--- config.mk ---
export PLATFORM = sky130hd
export DESIGN_NAME = board_top
export DESIGN_NICKNAME = d
export VERILOG_FILES = /design/src/hdl/audio_lab_pkg.sv /design/src/hdl/board_top.sv /design/src/hdl/i2s_transmitter.sv /design/src/hdl/note_selector.sv /design/src/hdl/pmod_mic3_receiver.sv /design/src/hdl/tone_voice.sv /design/src/hdl/voice_mixer.sv
export SDC_FILE = /design/constraint.sdc
export NUM_CORES = 1
export LEC_CHECK = 0
export ABC_AREA = 1
export BUFFER_PORTS_ARGS = -buffer_cell sky130_fd_sc_hd__buf_2
export CAP_MARGIN = 15
export CORE_ASPECT_RATIO = 1.1
export CORE_UTILIZATION = 63
export DETAILED_ROUTE_END_ITERATION = 8
export GPL_ROUTABILITY_DRIVEN = 0
export PLACE_DENSITY_LB_ADDON = 0.12
export REMOVE_ABC_BUFFERS = 1
export SKIP_LAST_GASP = 1
export SYNTH_ARGS = -nofsm -noshare
export SYNTH_HDL_FRONTEND = slang
export SYNTH_SLANG_ARGS = --single-unit
--- constraint.sdc ---
create_clock -name clk -period 4.56 [get_ports clk]
set_clock_uncertainty 0.15 [all_clocks]
set_input_delay 0.228 -clock clk [delete_from_list [all_inputs] [get_ports clk]]
set_output_delay 0.228 -clock clk [all_outputs]
set_load 0.02 [all_outputs]
--- src/hdl/audio_lab_pkg.sv ---
// Audio lab shared definitions

`default_nettype none

package audio_lab_pkg;

    //------------------------------------------------------------------------

    localparam int max_keys = 8;              // Upper bound for the key count

    // One signed audio sample, as mixed and sent to the codec
    typedef logic signed [15:0] sample_t;

    // Control word from the note selector to one voice
    typedef struct packed {
        logic        enable;                  // Key is held
        logic [19:0] half_period;             // In clk cycles
    } voice_ctrl_t;

    //------------------------------------------------------------------------

    localparam sample_t     voice_amplitude = 16'sh2000;  // Peak of one voice
    localparam logic [11:0] mic_offset      = 12'h800;    // ADC mid-scale

    // C5 up to C6, one entry per key
    localparam int unsigned note_hz [max_keys] = '{
        523,                                  // C5
        587,                                  // D5
        659,                                  // E5
        698,                                  // F5
        784,                                  // G5
        880,                                  // A5
        988,                                  // B5
        1047                                  // C6
    };

endpackage

`default_nettype wire

--- src/hdl/board_top.sv ---
// Audio lab board top

`default_nettype none

module board_top #(
    parameter  int clk_mhz = 50,
    parameter  int w_key   = 4,
    localparam int w_led   = 4
) (
    input  wire                 clk,
    input  wire                 arst_n,

    input  wire  [w_key - 1:0]  key,          // Pressed is low
    output logic [w_led - 1:0]  led,          // Lit is low

    output logic                mic_cs,
    output logic                mic_sck,
    input  wire                 mic_sdo,

    output logic                i2s_mclk,
    output logic                i2s_bclk,
    output logic                i2s_lrclk,
    output logic                i2s_sdata
);

    import audio_lab_pkg::*;

    //------------------------------------------------------------------------

    logic [w_key - 1:0] lab_key;
    logic [w_led - 1:0] lab_led;

    logic [11:0]        mic_code;
    logic               sample_valid;
    logic signed [11:0] mic_delta;
    logic [11:0]        mic_level;
    sample_t            mic_sample;

    voice_ctrl_t        voice_ctrl [w_key];
    sample_t            voices     [w_key];
    sample_t            mix_sample;

    logic               frame_start;
    logic               mic_fresh;            // New code since last refresh

    assign lab_key = ~key;
    assign led     = ~lab_led;

    //------------------------------------------------------------------------
    // Microphone

    pmod_mic3_receiver i_microphone (
        .clk          ( clk          ),
        .arst_n       ( arst_n       ),
        .cs           ( mic_cs       ),
        .sck          ( mic_sck      ),
        .sdo          ( mic_sdo      ),
        .mic_code     ( mic_code     ),
        .sample_valid ( sample_valid )
    );

    assign mic_delta  = mic_code - mic_offset;     // Centre on zero
    assign mic_sample = {mic_delta, 4'b0000};      // Scale to 16 bits
    assign mic_level  = mic_delta[11] ? 12'(-mic_delta) : mic_delta;

    //------------------------------------------------------------------------
    // Voices

    note_selector #(
        .clk_mhz ( clk_mhz ),
        .w_key   ( w_key   )
    ) i_note_selector (
        .clk        ( clk        ),
        .arst_n     ( arst_n     ),
        .keys       ( lab_key    ),
        .voice_ctrl ( voice_ctrl )
    );

    for (genvar i = 0; i < w_key; i++) begin : g_voice
        tone_voice i_voice (
            .clk    ( clk           ),
            .arst_n ( arst_n        ),
            .ctrl   ( voice_ctrl[i] ),
            .sample ( voices[i]     )
        );
    end

    voice_mixer #(
        .w_key ( w_key )
    ) i_mixer (
        .clk        ( clk        ),
        .arst_n     ( arst_n     ),
        .voices     ( voices     ),
        .mic_sample ( mic_sample ),
        .mix_sample ( mix_sample )
    );

    //------------------------------------------------------------------------
    // Audio out

    i2s_transmitter i_audio_out (
        .clk         ( clk         ),
        .arst_n      ( arst_n      ),
        .sample      ( mix_sample  ),
        .mclk        ( i2s_mclk    ),
        .bclk        ( i2s_bclk    ),
        .lrclk       ( i2s_lrclk   ),
        .sdata       ( i2s_sdata   ),
        .frame_start ( frame_start )
    );

    //------------------------------------------------------------------------
    // Loudness bar, refreshed once per frame after a new conversion

    always_ff @(posedge clk or negedge arst_n) begin
        if (!arst_n) begin
            lab_led   <= '0;
            mic_fresh <= 1'b0;
        end else if (frame_start && mic_fresh) begin
            for (int n = 0; n < w_led; n++)
                lab_led[n] <= (mic_level >= 12'(256 * (n + 1)));
            mic_fresh <= sample_valid;
        end else if (sample_valid) begin
            mic_fresh <= 1'b1;
        end
    end

endmodule

`default_nettype wire

--- src/hdl/i2s_transmitter.sv ---
// I2S audio transmitter

`default_nettype none

module i2s_transmitter (
    input  wire                         clk,
    input  wire                         arst_n,

    input  wire audio_lab_pkg::sample_t sample,

    output logic                        mclk,
    output logic                        bclk,
    output logic                        lrclk,
    output logic                        sdata,
    output logic                        frame_start
);

    import audio_lab_pkg::*;

    //------------------------------------------------------------------------

    logic [8:0] cnt;                          // One frame is 512 clk cycles
    sample_t    held;                         // Word sent in both slots
    logic [3:0] bit_sel;

    // Standard I2S delay: bclk 0 of a slot still carries the previous LSB,
    // the MSB follows one bclk after the lrclk edge
    assign bit_sel = 4'd0 - cnt[7:4];

    //------------------------------------------------------------------------
    // Clocks

    always_ff @(posedge clk or negedge arst_n) begin
        if (!arst_n) begin
            cnt         <= '0;
            mclk        <= 1'b0;
            bclk        <= 1'b0;
            lrclk       <= 1'b0;
            frame_start <= 1'b0;
        end else begin
            cnt         <= cnt + 1'b1;
            mclk        <= cnt[1];            // clk / 4
            bclk        <= cnt[3];            // clk / 16
            lrclk       <= cnt[8];            // Left slot low, right high
            frame_start <= (cnt == '0);
        end
    end

    //------------------------------------------------------------------------
    // Serial data

    always_ff @(posedge clk or negedge arst_n) begin
        if (!arst_n) begin
            held  <= '0;
            sdata <= 1'b0;
        end else begin
            if (cnt[3:0] == 4'd0)
                sdata <= held[bit_sel];       // Moves with the bclk fall

            if (cnt == '0)
                held <= sample;               // Old held still feeds this bit
        end
    end

    //------------------------------------------------------------------------

    a_lrclk_on_bclk_fall : assert property (
        @(posedge clk) disable iff (!arst_n)
        $changed(lrclk) |-> $fell(bclk)
    );

endmodule

`default_nettype wire

--- src/hdl/note_selector.sv ---
// Key to note selector

`default_nettype none

module note_selector #(
    parameter int clk_mhz = 50,
    parameter int w_key   = 4
) (
    input  wire                        clk,
    input  wire                        arst_n,

    input  wire  [w_key - 1:0]         keys,
    output audio_lab_pkg::voice_ctrl_t voice_ctrl [w_key]
);

    import audio_lab_pkg::*;

    //------------------------------------------------------------------------

    logic [w_key - 1:0] keys_meta;
    logic [w_key - 1:0] keys_sync;

    always_ff @(posedge clk or negedge arst_n) begin
        if (!arst_n) begin
            keys_meta <= '0;
            keys_sync <= '0;
        end else begin
            keys_meta <= keys;                // Buttons are asynchronous
            keys_sync <= keys_meta;
        end
    end

    //------------------------------------------------------------------------

    for (genvar i = 0; i < w_key; i++) begin : g_note

        // Half of one note period, fixed at elaboration
        localparam logic [19:0] half_period =
            20'(clk_mhz * 1000000 / (2 * note_hz[i]));

        always_ff @(posedge clk or negedge arst_n) begin
            if (!arst_n)
                voice_ctrl[i] <= '0;
            else
                voice_ctrl[i] <= '{enable: keys_sync[i], half_period: half_period};
        end
    end

    //------------------------------------------------------------------------

    a_key_count : assert property (@(posedge clk) w_key <= max_keys);

endmodule

`default_nettype wire

--- src/hdl/pmod_mic3_receiver.sv ---
// PMOD MIC3 SPI receiver

`default_nettype none

module pmod_mic3_receiver (
    input  wire         clk,
    input  wire         arst_n,

    output logic        cs,
    output logic        sck,
    input  wire         sdo,

    output logic [11:0] mic_code,
    output logic        sample_valid
);

    import audio_lab_pkg::*;

    //------------------------------------------------------------------------

    logic [ 2:0] div;                         // Eight clk cycles per sck
    logic [ 4:0] phase;                       // 16 active plus 4 quiet periods
    logic [11:0] shift;
    logic        idle;

    assign idle = (phase >= 5'd16);

    //------------------------------------------------------------------------
    // Frame timing and SPI pins

    always_ff @(posedge clk or negedge arst_n) begin
        if (!arst_n) begin
            div   <= '0;
            phase <= 5'd16;                   // Start in the quiet part
            cs    <= 1'b1;
            sck   <= 1'b0;
        end else begin
            div <= div + 1'b1;

            if (div == 3'd7)
                phase <= (phase == 5'd19) ? 5'd0 : phase + 1'b1;

            cs  <= idle;
            sck <= div[2] & ~idle;            // High for the second half
        end
    end

    //------------------------------------------------------------------------
    // Data capture

    // sck goes high on the edge where div is 4, so sdo is taken there
    always_ff @(posedge clk) begin
        if (div == 3'd4 && !idle && phase >= 5'd4)
            shift <= {shift[10:0], sdo};      // Skip the four leading zeros
    end

    always_ff @(posedge clk or negedge arst_n) begin
        if (!arst_n) begin
            mic_code     <= mic_offset;       // Silence until the first frame
            sample_valid <= 1'b0;
        end else begin
            sample_valid <= idle & ~cs;       // Same edge that raises cs
            if (idle && !cs)
                mic_code <= shift;
        end
    end

    //------------------------------------------------------------------------

    a_sck_idle_low : assert property (
        @(posedge clk) disable iff (!arst_n) cs |-> !sck
    );

endmodule

`default_nettype wire

--- src/hdl/tone_voice.sv ---
// Square wave voice

`default_nettype none

module tone_voice (
    input  wire                         clk,
    input  wire                         arst_n,

    input  wire audio_lab_pkg::voice_ctrl_t ctrl,
    output audio_lab_pkg::sample_t      sample
);

    import audio_lab_pkg::*;

    //------------------------------------------------------------------------

    logic [19:0] count;                       // Cycles left in this half
    logic        polarity;                    // Set for the negative half

    always_ff @(posedge clk or negedge arst_n) begin
        if (!arst_n) begin
            count    <= '0;
            polarity <= 1'b0;
            sample   <= '0;
        end else if (!ctrl.enable) begin
            count    <= '0;                   // Next press starts a fresh wave
            polarity <= 1'b0;
            sample   <= '0;
        end else begin
            if (count == '0) begin
                count    <= ctrl.half_period - 1'b1;
                polarity <= ~polarity;
            end else begin
                count    <= count - 1'b1;
            end

            sample <= polarity ? -voice_amplitude : voice_amplitude;
        end
    end

    //------------------------------------------------------------------------

    // A zero period would reload with all ones and play a wrong note
    a_period_set : assert property (
        @(posedge clk) disable iff (!arst_n)
        ctrl.enable |-> ctrl.half_period != '0
    );

endmodule

`default_nettype wire

--- src/hdl/voice_mixer.sv ---
// Saturating voice mixer

`default_nettype none

module voice_mixer #(
    parameter int w_key = 4
) (
    input  wire                        clk,
    input  wire                        arst_n,

    input  wire audio_lab_pkg::sample_t voices [w_key],
    input  wire audio_lab_pkg::sample_t mic_sample,
    output audio_lab_pkg::sample_t     mix_sample
);

    import audio_lab_pkg::*;

    //------------------------------------------------------------------------

    // Room for w_key voices plus the microphone without overflow
    localparam int w_acc = 16 + $clog2(w_key + 1);

    typedef logic signed [w_acc - 1:0] acc_t;

    localparam sample_t sample_max = 16'sh7FFF;
    localparam sample_t sample_min = 16'sh8000;

    acc_t acc;

    //------------------------------------------------------------------------

    always_comb begin
        acc = acc_t'(mic_sample);
        for (int i = 0; i < w_key; i++)
            acc = acc + acc_t'(voices[i]);
    end

    always_ff @(posedge clk or negedge arst_n) begin
        if (!arst_n)
            mix_sample <= '0;
        else if (acc > acc_t'(sample_max))
            mix_sample <= sample_max;         // Clip high
        else if (acc < acc_t'(sample_min))
            mix_sample <= sample_min;         // Clip low
        else
            mix_sample <= sample_t'(acc);
    end

    //------------------------------------------------------------------------

    a_mix_known : assert property (
        @(posedge clk) disable iff (!arst_n) !$isunknown(mix_sample)
    );

endmodule

`default_nettype wire

==> results of run 1 <==
==> state kept, by name, summed over array words and instances, names as in the netlist, 3 cells and up <==
name and cells:
g_voice.i_voice.sample 8, i_audio_out.held 13, lab_led 4, i_note_selector.keys_sync 4, i_microphone.shift 12, g_voice.i_voice.count 80
i_microphone.phase 5, i_note_selector.keys_meta 4, i_microphone.mic_code 12, i_audio_out.cnt 9, i_microphone.div 3, i_mixer.mix_sample 13
i_note_selector.voice_ctrl 5, g_voice.i_voice.polarity 4
==> timing repair <==
item                                    4_1_cts  5_1_grt
hold endpoints to repair                     83        0
endpoints found under the setup margin        0        0
hold buffers                                  6        0
==> layout make-up <==
class	instances	area, sq um
clock buffers	17	425
clock inverters	15	175
fillers	1079	3880
inverters	160	601
multi-input cells	710	3830
flip-flops and latches	185	4690
well taps	188	235
repair buffers	26	176
==> synthesized netlist by cell type, drive strengths merged (4+ instances only) <==
library cell	number
nor2	137
xnor2	15
edfxtp	12
buf	9
fa	10
nand4	10
nor3	21
o21ai	52
ha	25
xor2	39
inv	159
nand3b	8
or2	5
nand3	60
clkbuf	4
a21oi	59
dfrtp	170
nand2	256
==> metal layers <==
| layer | up-vias | share of wire (%) | wire length (um) |
|---|---|---|---|
| li1 | 3413 | - | - |
| met1 | 3163 | 48 | 7680 |
| met2 | 85 | 48 | 7670 |
| met3 | 20 | 3.1 | 506 |
| met4 | 0 | 1.7 | 269 |
| met5 | - | 0 | 0 |
==> report_power, final <==
group	switching (mW)	internal, mW	total (mW)
Sequential	0.305	2.05	2.36
Combinational	1.99	1.17	3.15
Clock	0.690	0.789	1.48
Total	2.98	4.01	6.99
==> stage by stage <==
stage / utilization [%] / worst slack (ps) / hold WS [ps]
after floorplan: - / 709 / -218
after global placement: 67.6 / 795 / 169
after detailed placement: 67.6 / 702 / 164
after CTS: 72.3 / 677 / 204
after global routing: 72.3 / 524 / 206
final: 72.3 / 662 / 202
==> logic make-up (layout without fill, tap and decap cells) <==
| logic type | count (synthesis) | in the layout | share of synthesized area (%) |
|---|---|---|---|
| other | 1 | 1 | 0.0408 |
| buffers and inverters | 173 | 218 | 7.30 |
| adder cells (fa/ha/maj) | 35 | 35 | 5.58 |
| AO/OA/AOI/OAI | 118 | 118 | 6.99 |
| XOR/XNOR | 54 | 54 | 5.14 |
| flip-flops | 185 | 185 | 51.0 |
| AND/OR/NAND/NOR | 501 | 501 | 23.8 |
| multiplexers | 1 | 1 | 0.122 |
==> final timing paths <==
check	end	slack, ps
worst max-delay path	i_mixer.mix_sample[9]$_DFF_PN0_	660
worst min-delay path	i_note_selector.voice_ctrl[83]$_DFF_PN0_	200
worst min register to register	i_note_selector.voice_ctrl[83]$_DFF_PN0_	200
max in group asynchronous	g_voice[1].i_voice.polarity$_DFFE_PN0P_	2960
min in group asynchronous	g_voice[2].i_voice.count[14]$_DFF_PN0_	250
worst max register to register	i_mixer.mix_sample[9]$_DFF_PN0_	660
==> layout by cell type, fill, tap and decap left out, types with 9 or more instances in the layout <==
cell	count
a21oi_1	58
buf_2	15
clkbuf_16	17
dfrtp_1	170
edfxtp_1	12
fa_1	10
ha_1	25
inv_1	154
nand2_1	252
nand3_1	59
nand4_1	9
nor2_1	117
nor2_2	17
nor3_1	18
o21ai_0	47
xnor2_1	15
xor2_1	39
==> metrics.txt, run 1 <==
status=complete, no violations; RSZ-0062 raised after global routing=false; Cells after DPL=between 1,000 and 1,500; Final #Nets=1,142; Synth Instances=roughly 1,100; CP bufs+invs=4; TritonCTS clock tree=yes; hold crit path type=reg2reg; MaxCap Viol Count=0; Reg-to-Reg Start=i_microphone.mic_code[10]$_DFFE_PN0P_; non-filler cells, final=approximately 1,300; global route total overflow=0; vias in the first global route=about 6,400; clock slew at reported path FFs=roughly 70 ps; hold path cells=0; GR Util All Layers=about a quarter; row cnt=45; CP Launch Type=register; initial antenna violation count=0; Leak=about 5.4 nW; Crit. End Element=register; # DRC=0; CP most frequent cell=fa_1; core footprint=14,000 sq um; Die Area=about 15,000 sq um; Final min period=slightly below 4000 ps; Clock Latency Late Sink=~430 ps; crit path kind=reg2reg; # resized after CTS=0; Crit. Startpoint=i_microphone.mic_code[10]$_DFFE_PN0P_; sequential cell area fraction in the yosys report=about half; die width=117 um; Yosys reg bits=around 190; 1st-iter DRT viols=363; first-pass GRT wire length=around 29 mm; CP required=between 4000 and 5000 ps; Mapped Area=around 9200 sq um; Slew Limit Headroom=between 40% and 50%; period utilization=between 80% and 90%; dpl cell area=~9500 sq um; number of synthesized flops with an enable pin=12; GRT Max-Usage Layer=met2; Detail Route Antenna Nets=0; syn_area_per_cell=approximately 8.6 sq um; htree depth=4; Worst Hold Launch=i_note_selector.keys_sync[0]$_DFF_PN0_; Synth area leaders=dfrtp_1 46%, nand2_1 10%, inv_1 6.3%; share of the synthesized area in the top cell type=around 46%; Warnings, synthesis=0; routed via count=roughly 6,700; cell area after layout=between 10,000 and 15,000 sq um; critical path's slowest cell=fa_1; dpl hpwl=roughly 11 mm; TNS Setup=0 ps; grt met2 use=approximately 40%; total I/O pin count=17; grt met3 use=around 4.5%; Hold Violations, Final=0; Crit Path Max Fanout=11; Via density=between 5 and 6; Max VDD drop=0.389 mV; Peak Freq=between 0.2 and 0.3 GHz; drt wl/cell=around 12 um; total CTS buffers=17; Slew @ Worst Pin=between 800 and 900 ps; Detailed Routing Iterations Pass 1=7; Crit. path cell count=14; CP Data Arrival Time=4110 ps; CTS max path bufs=2; CTS sink count=185; n_diodes=0; largest net degree at the start of global routing=84; layout overhead on the synthesized area=10.2%; I/O Buffers=16; area leader, netlist=dfrtp_1; Initial Util=between 60% and 70%; share of cells above drive strength 1=under 10%; final slew viol count=0; Top FF cell, synth=dfrtp_1; total power=6.99 mW; met1 GRT Util=about a third; Crit path max-delay family=adder cells; Final setup viols=0; Clock Tree Root=clkbuf_16; CP max stage delay=530 ps; Post-CTS Setup Inserts=0; crit path cell chain=inv_1 > fa_1 > inv_1 > ha_1 > fa_1 > inv_1 > fa_1 > fa_1 > xor2_1 > or2_2 > o21ai_1 > buf_4 > nand2_1 > nand2_1; die height=around 130 um; drt total wl=between 15 and 20 mm; Post-synth ARST share=~94%; Pwr Density=slightly below 700 nW/um^2; cell count of the worst reg-to-reg path=14; Netlist cell types=44
No activity file was read; power rests on OpenSTA's default activity.
==> run 2, diff against run 1 <==
--- a/config.mk
+++ b/config.mk
@@ -5,7 +5,7 @@
 export SDC_FILE = /design/constraint.sdc
 export NUM_CORES = 1
 export LEC_CHECK = 0
-export ABC_AREA = 1
+export ABC_AREA = 0
 export BUFFER_PORTS_ARGS = -buffer_cell sky130_fd_sc_hd__buf_2
 export CAP_MARGIN = 15
 export CORE_ASPECT_RATIO = 1.1
==> metrics.txt, run 2 <==
CP required=4780 ps; Final setup viols=0; dpl hpwl=just under 10 mm; total CTS buffers=17; Clock Latency Late Sink=roughly 430 ps; largest net degree at the start of global routing=around 110; Slew @ Worst Pin=between 900 and 1000 ps; CP Launch Type=register; core footprint=between 10,000 and 15,000 sq um; GR Util All Layers=23.0%; CTS sink count=between 150 and 200; Warnings, synthesis=0; total I/O pin count=17; share of cells above drive strength 1=about a tenth; register with the most flip-flops=g_voice.i_voice.count; Placement Setup Slack=between 10 and 15 ps; Top FF cell, synth=dfrtp_1; # DRC=0; MaxCap Viol Count=0; 1st-iter DRT viols=between 200 and 300; layout overhead on the synthesized area=9.08%; syn_area_per_cell=between 10 and 15 sq um; final core occ=70.3%; crit path cell chain=inv_1 > fa_1 > inv_1 > ha_1 > fa_1 > inv_1 > fa_1 > inv_1 > ha_1 > a21o_1 > a21oi_1 > xor2_1 > o32ai_2 > o21a_1; Cells after DPL=roughly 920; Peak Freq=roughly 0.24 GHz; share of the synthesized area in the top cell type=between 50% and 60%; Detail Route Antenna Nets=0; Initial Util=64.4%; status=complete, no violations; n_diodes=0; initial antenna violation count=0; die height=124 um; Via density=around 5.7; Largest register FFs=80; Die Area=between 10,000 and 15,000 sq um; Yosys reg bits=~190; Clock Tree Root=clkbuf_16; vias in the first global route=approximately 5,600; die width=approximately 110 um; clock slew at reported path FFs=roughly 70 ps; TNS Setup=0 ps; Hold Violations, Final=0; Leak=4.25 nW; non-filler cells, final=between 900 and 1,000; area leader, netlist=dfrtp_1; Crit Path Max Fanout=11; crit path kind=reg2reg; drt wl/cell=~15 um; row cnt=44; hold crit path type=reg2reg; dpl cell area=~8700 sq um; global route total overflow=0; Slew Limit Headroom=between 30% and 40%; Mapped Area=8480 sq um; Regs by FF count=g_voice.i_voice.count: 80 flops, i_audio_out.held: 13 flops, i_mixer.mix_sample: 13 flops; Hold Slack=between 150 and 200 ps; drt total wl=~14 mm; TritonCTS clock tree=yes; Synth area leaders=dfrtp_1 50%, xnor2_1 5.7%, edfxtp_1 4.3%; commonest cells after routing, fill and taps aside=170 x dfrtp_1, 68 x nand2_1, 63 x inv_1, 55 x xnor2_1, 42 x a21oi_1; total power=6.19 mW; number of synthesized flops with an enable pin=12; Final #Nets=822; Detailed Routing Iterations Pass 1=5; Crit. End Element=register; Final WS setup=around 370 ps; CP Data Arrival Time=around 4400 ps; Max VDD drop=0.415 mV; cell area after layout=9250 sq um; hold path cells=0; htree depth=4; RSZ-0062 raised after global routing=false; cell count of the worst reg-to-reg path=14; I/O Buffers=16; commonest non-fill, non-tap cell in the layout=dfrtp_1; CP most frequent cell=inv_1; CP max stage delay=610 ps; period utilization=92.0%; Pwr Density=~670 nW/um^2; routed via count=around 5,400; Netlist cell types=62; sequential cell area fraction in the yosys report=a little under three fifths; Final min period=4190 ps; first-pass GRT wire length=roughly 25 mm; most common cell in the netlist=dfrtp_1; Post-CTS Setup Inserts=0; Post-synth ARST share=between 90 and 100%; critical path's slowest cell=o32ai_2; Synth Instances=759; commonest cells in the netlist=170 x dfrtp_1, 68 x nand2_1, 63 x inv_1; final slew viol count=0; CTS max path bufs=2
## run 2: cell types whose count changed in the layout (fill, tap and decap cells not counted), moves of 19 or more
cell / change
xor2_1: -20
nor2_1: -81
xnor2_1: +40
nand3_1: -43
nor3_1: +19
nand2_1: -184
o21ai_0: -32
inv_1: -91
## run 2: report_power, final
part           leakage, nW  switching (mW)  internal (mW)
Combinational         1.62            1.44           1.13
Clock                0.247           0.594          0.692
Sequential            2.38           0.295           2.04
Total                 4.25            2.33           3.86
## run 2: final cells by class
class	count	area [sq um]
clock buffers	20	437
well taps	161	201
clock inverters	12	76.3
fillers	955	3910
inverters	65	244
flip-flops and latches	185	4690
repair buffers	26	176
multi-input cells	485	3420
## run 2: critical path, delay by kind of cell, from the launching register on
kind,cells,cell delay (ps)
compound gates,4,1170
xor+xnor,1,130
fa+ha+maj,5,2070
buf+inv,4,260
flops,1,360
## run 2: per-layer routing
layer | vias up | part of all wire, % | GRT usage [%]
met5 | - | 0 | 0
met4 | 0 | 1.5 | 9.25
met3 | 21 | 2.4 | 5.79
met2 | 66 | 51 | 39.9
met1 | 2696 | 45 | 27.8
li1 | 2649 | - | -
## run 2: what timing repair did
action,4_1_cts,5_1_grt
hold endpoints to repair,105,0
hold buffers,6,0
setup endpoints to repair,11,0
resized for setup,1,0
## run 2: final timing paths
path,start,slack [ps],endpoint
worst max-delay path,i_microphone.mic_code[10]$_DFFE_PN0P_,370,i_mixer.mix_sample[10]$_DFF_PN0_
worst min-delay path,i_note_selector.keys_sync[2]$_DFF_PN0_,200,i_note_selector.voice_ctrl[41]$_DFF_PN0_
worst max register to register,i_microphone.mic_code[10]$_DFFE_PN0P_,370,i_mixer.mix_sample[10]$_DFF_PN0_
worst min register to register,i_note_selector.keys_sync[2]$_DFF_PN0_,200,i_note_selector.voice_ctrl[41]$_DFF_PN0_
max in group asynchronous,arst_n,2820,i_microphone.mic_code[11]$_DFFE_PN1P_
min in group asynchronous,arst_n,320,lab_led[0]$_DFFE_PN0P_
## run 2: cells by family after synthesis
| kind of cell | after synthesis | synth area share [%] |
|---|---|---|
| xor+xnor | 74 | 7.64 |
| flops | 185 | 55.4 |
| fa+ha+maj | 35 | 6.05 |
| buf+inv | 89 | 4.40 |
| compound gates | 136 | 11.0 |
| simple gates | 225 | 13.2 |
| other cells | 1 | 0.0442 |
| mux | 14 | 2.38 |
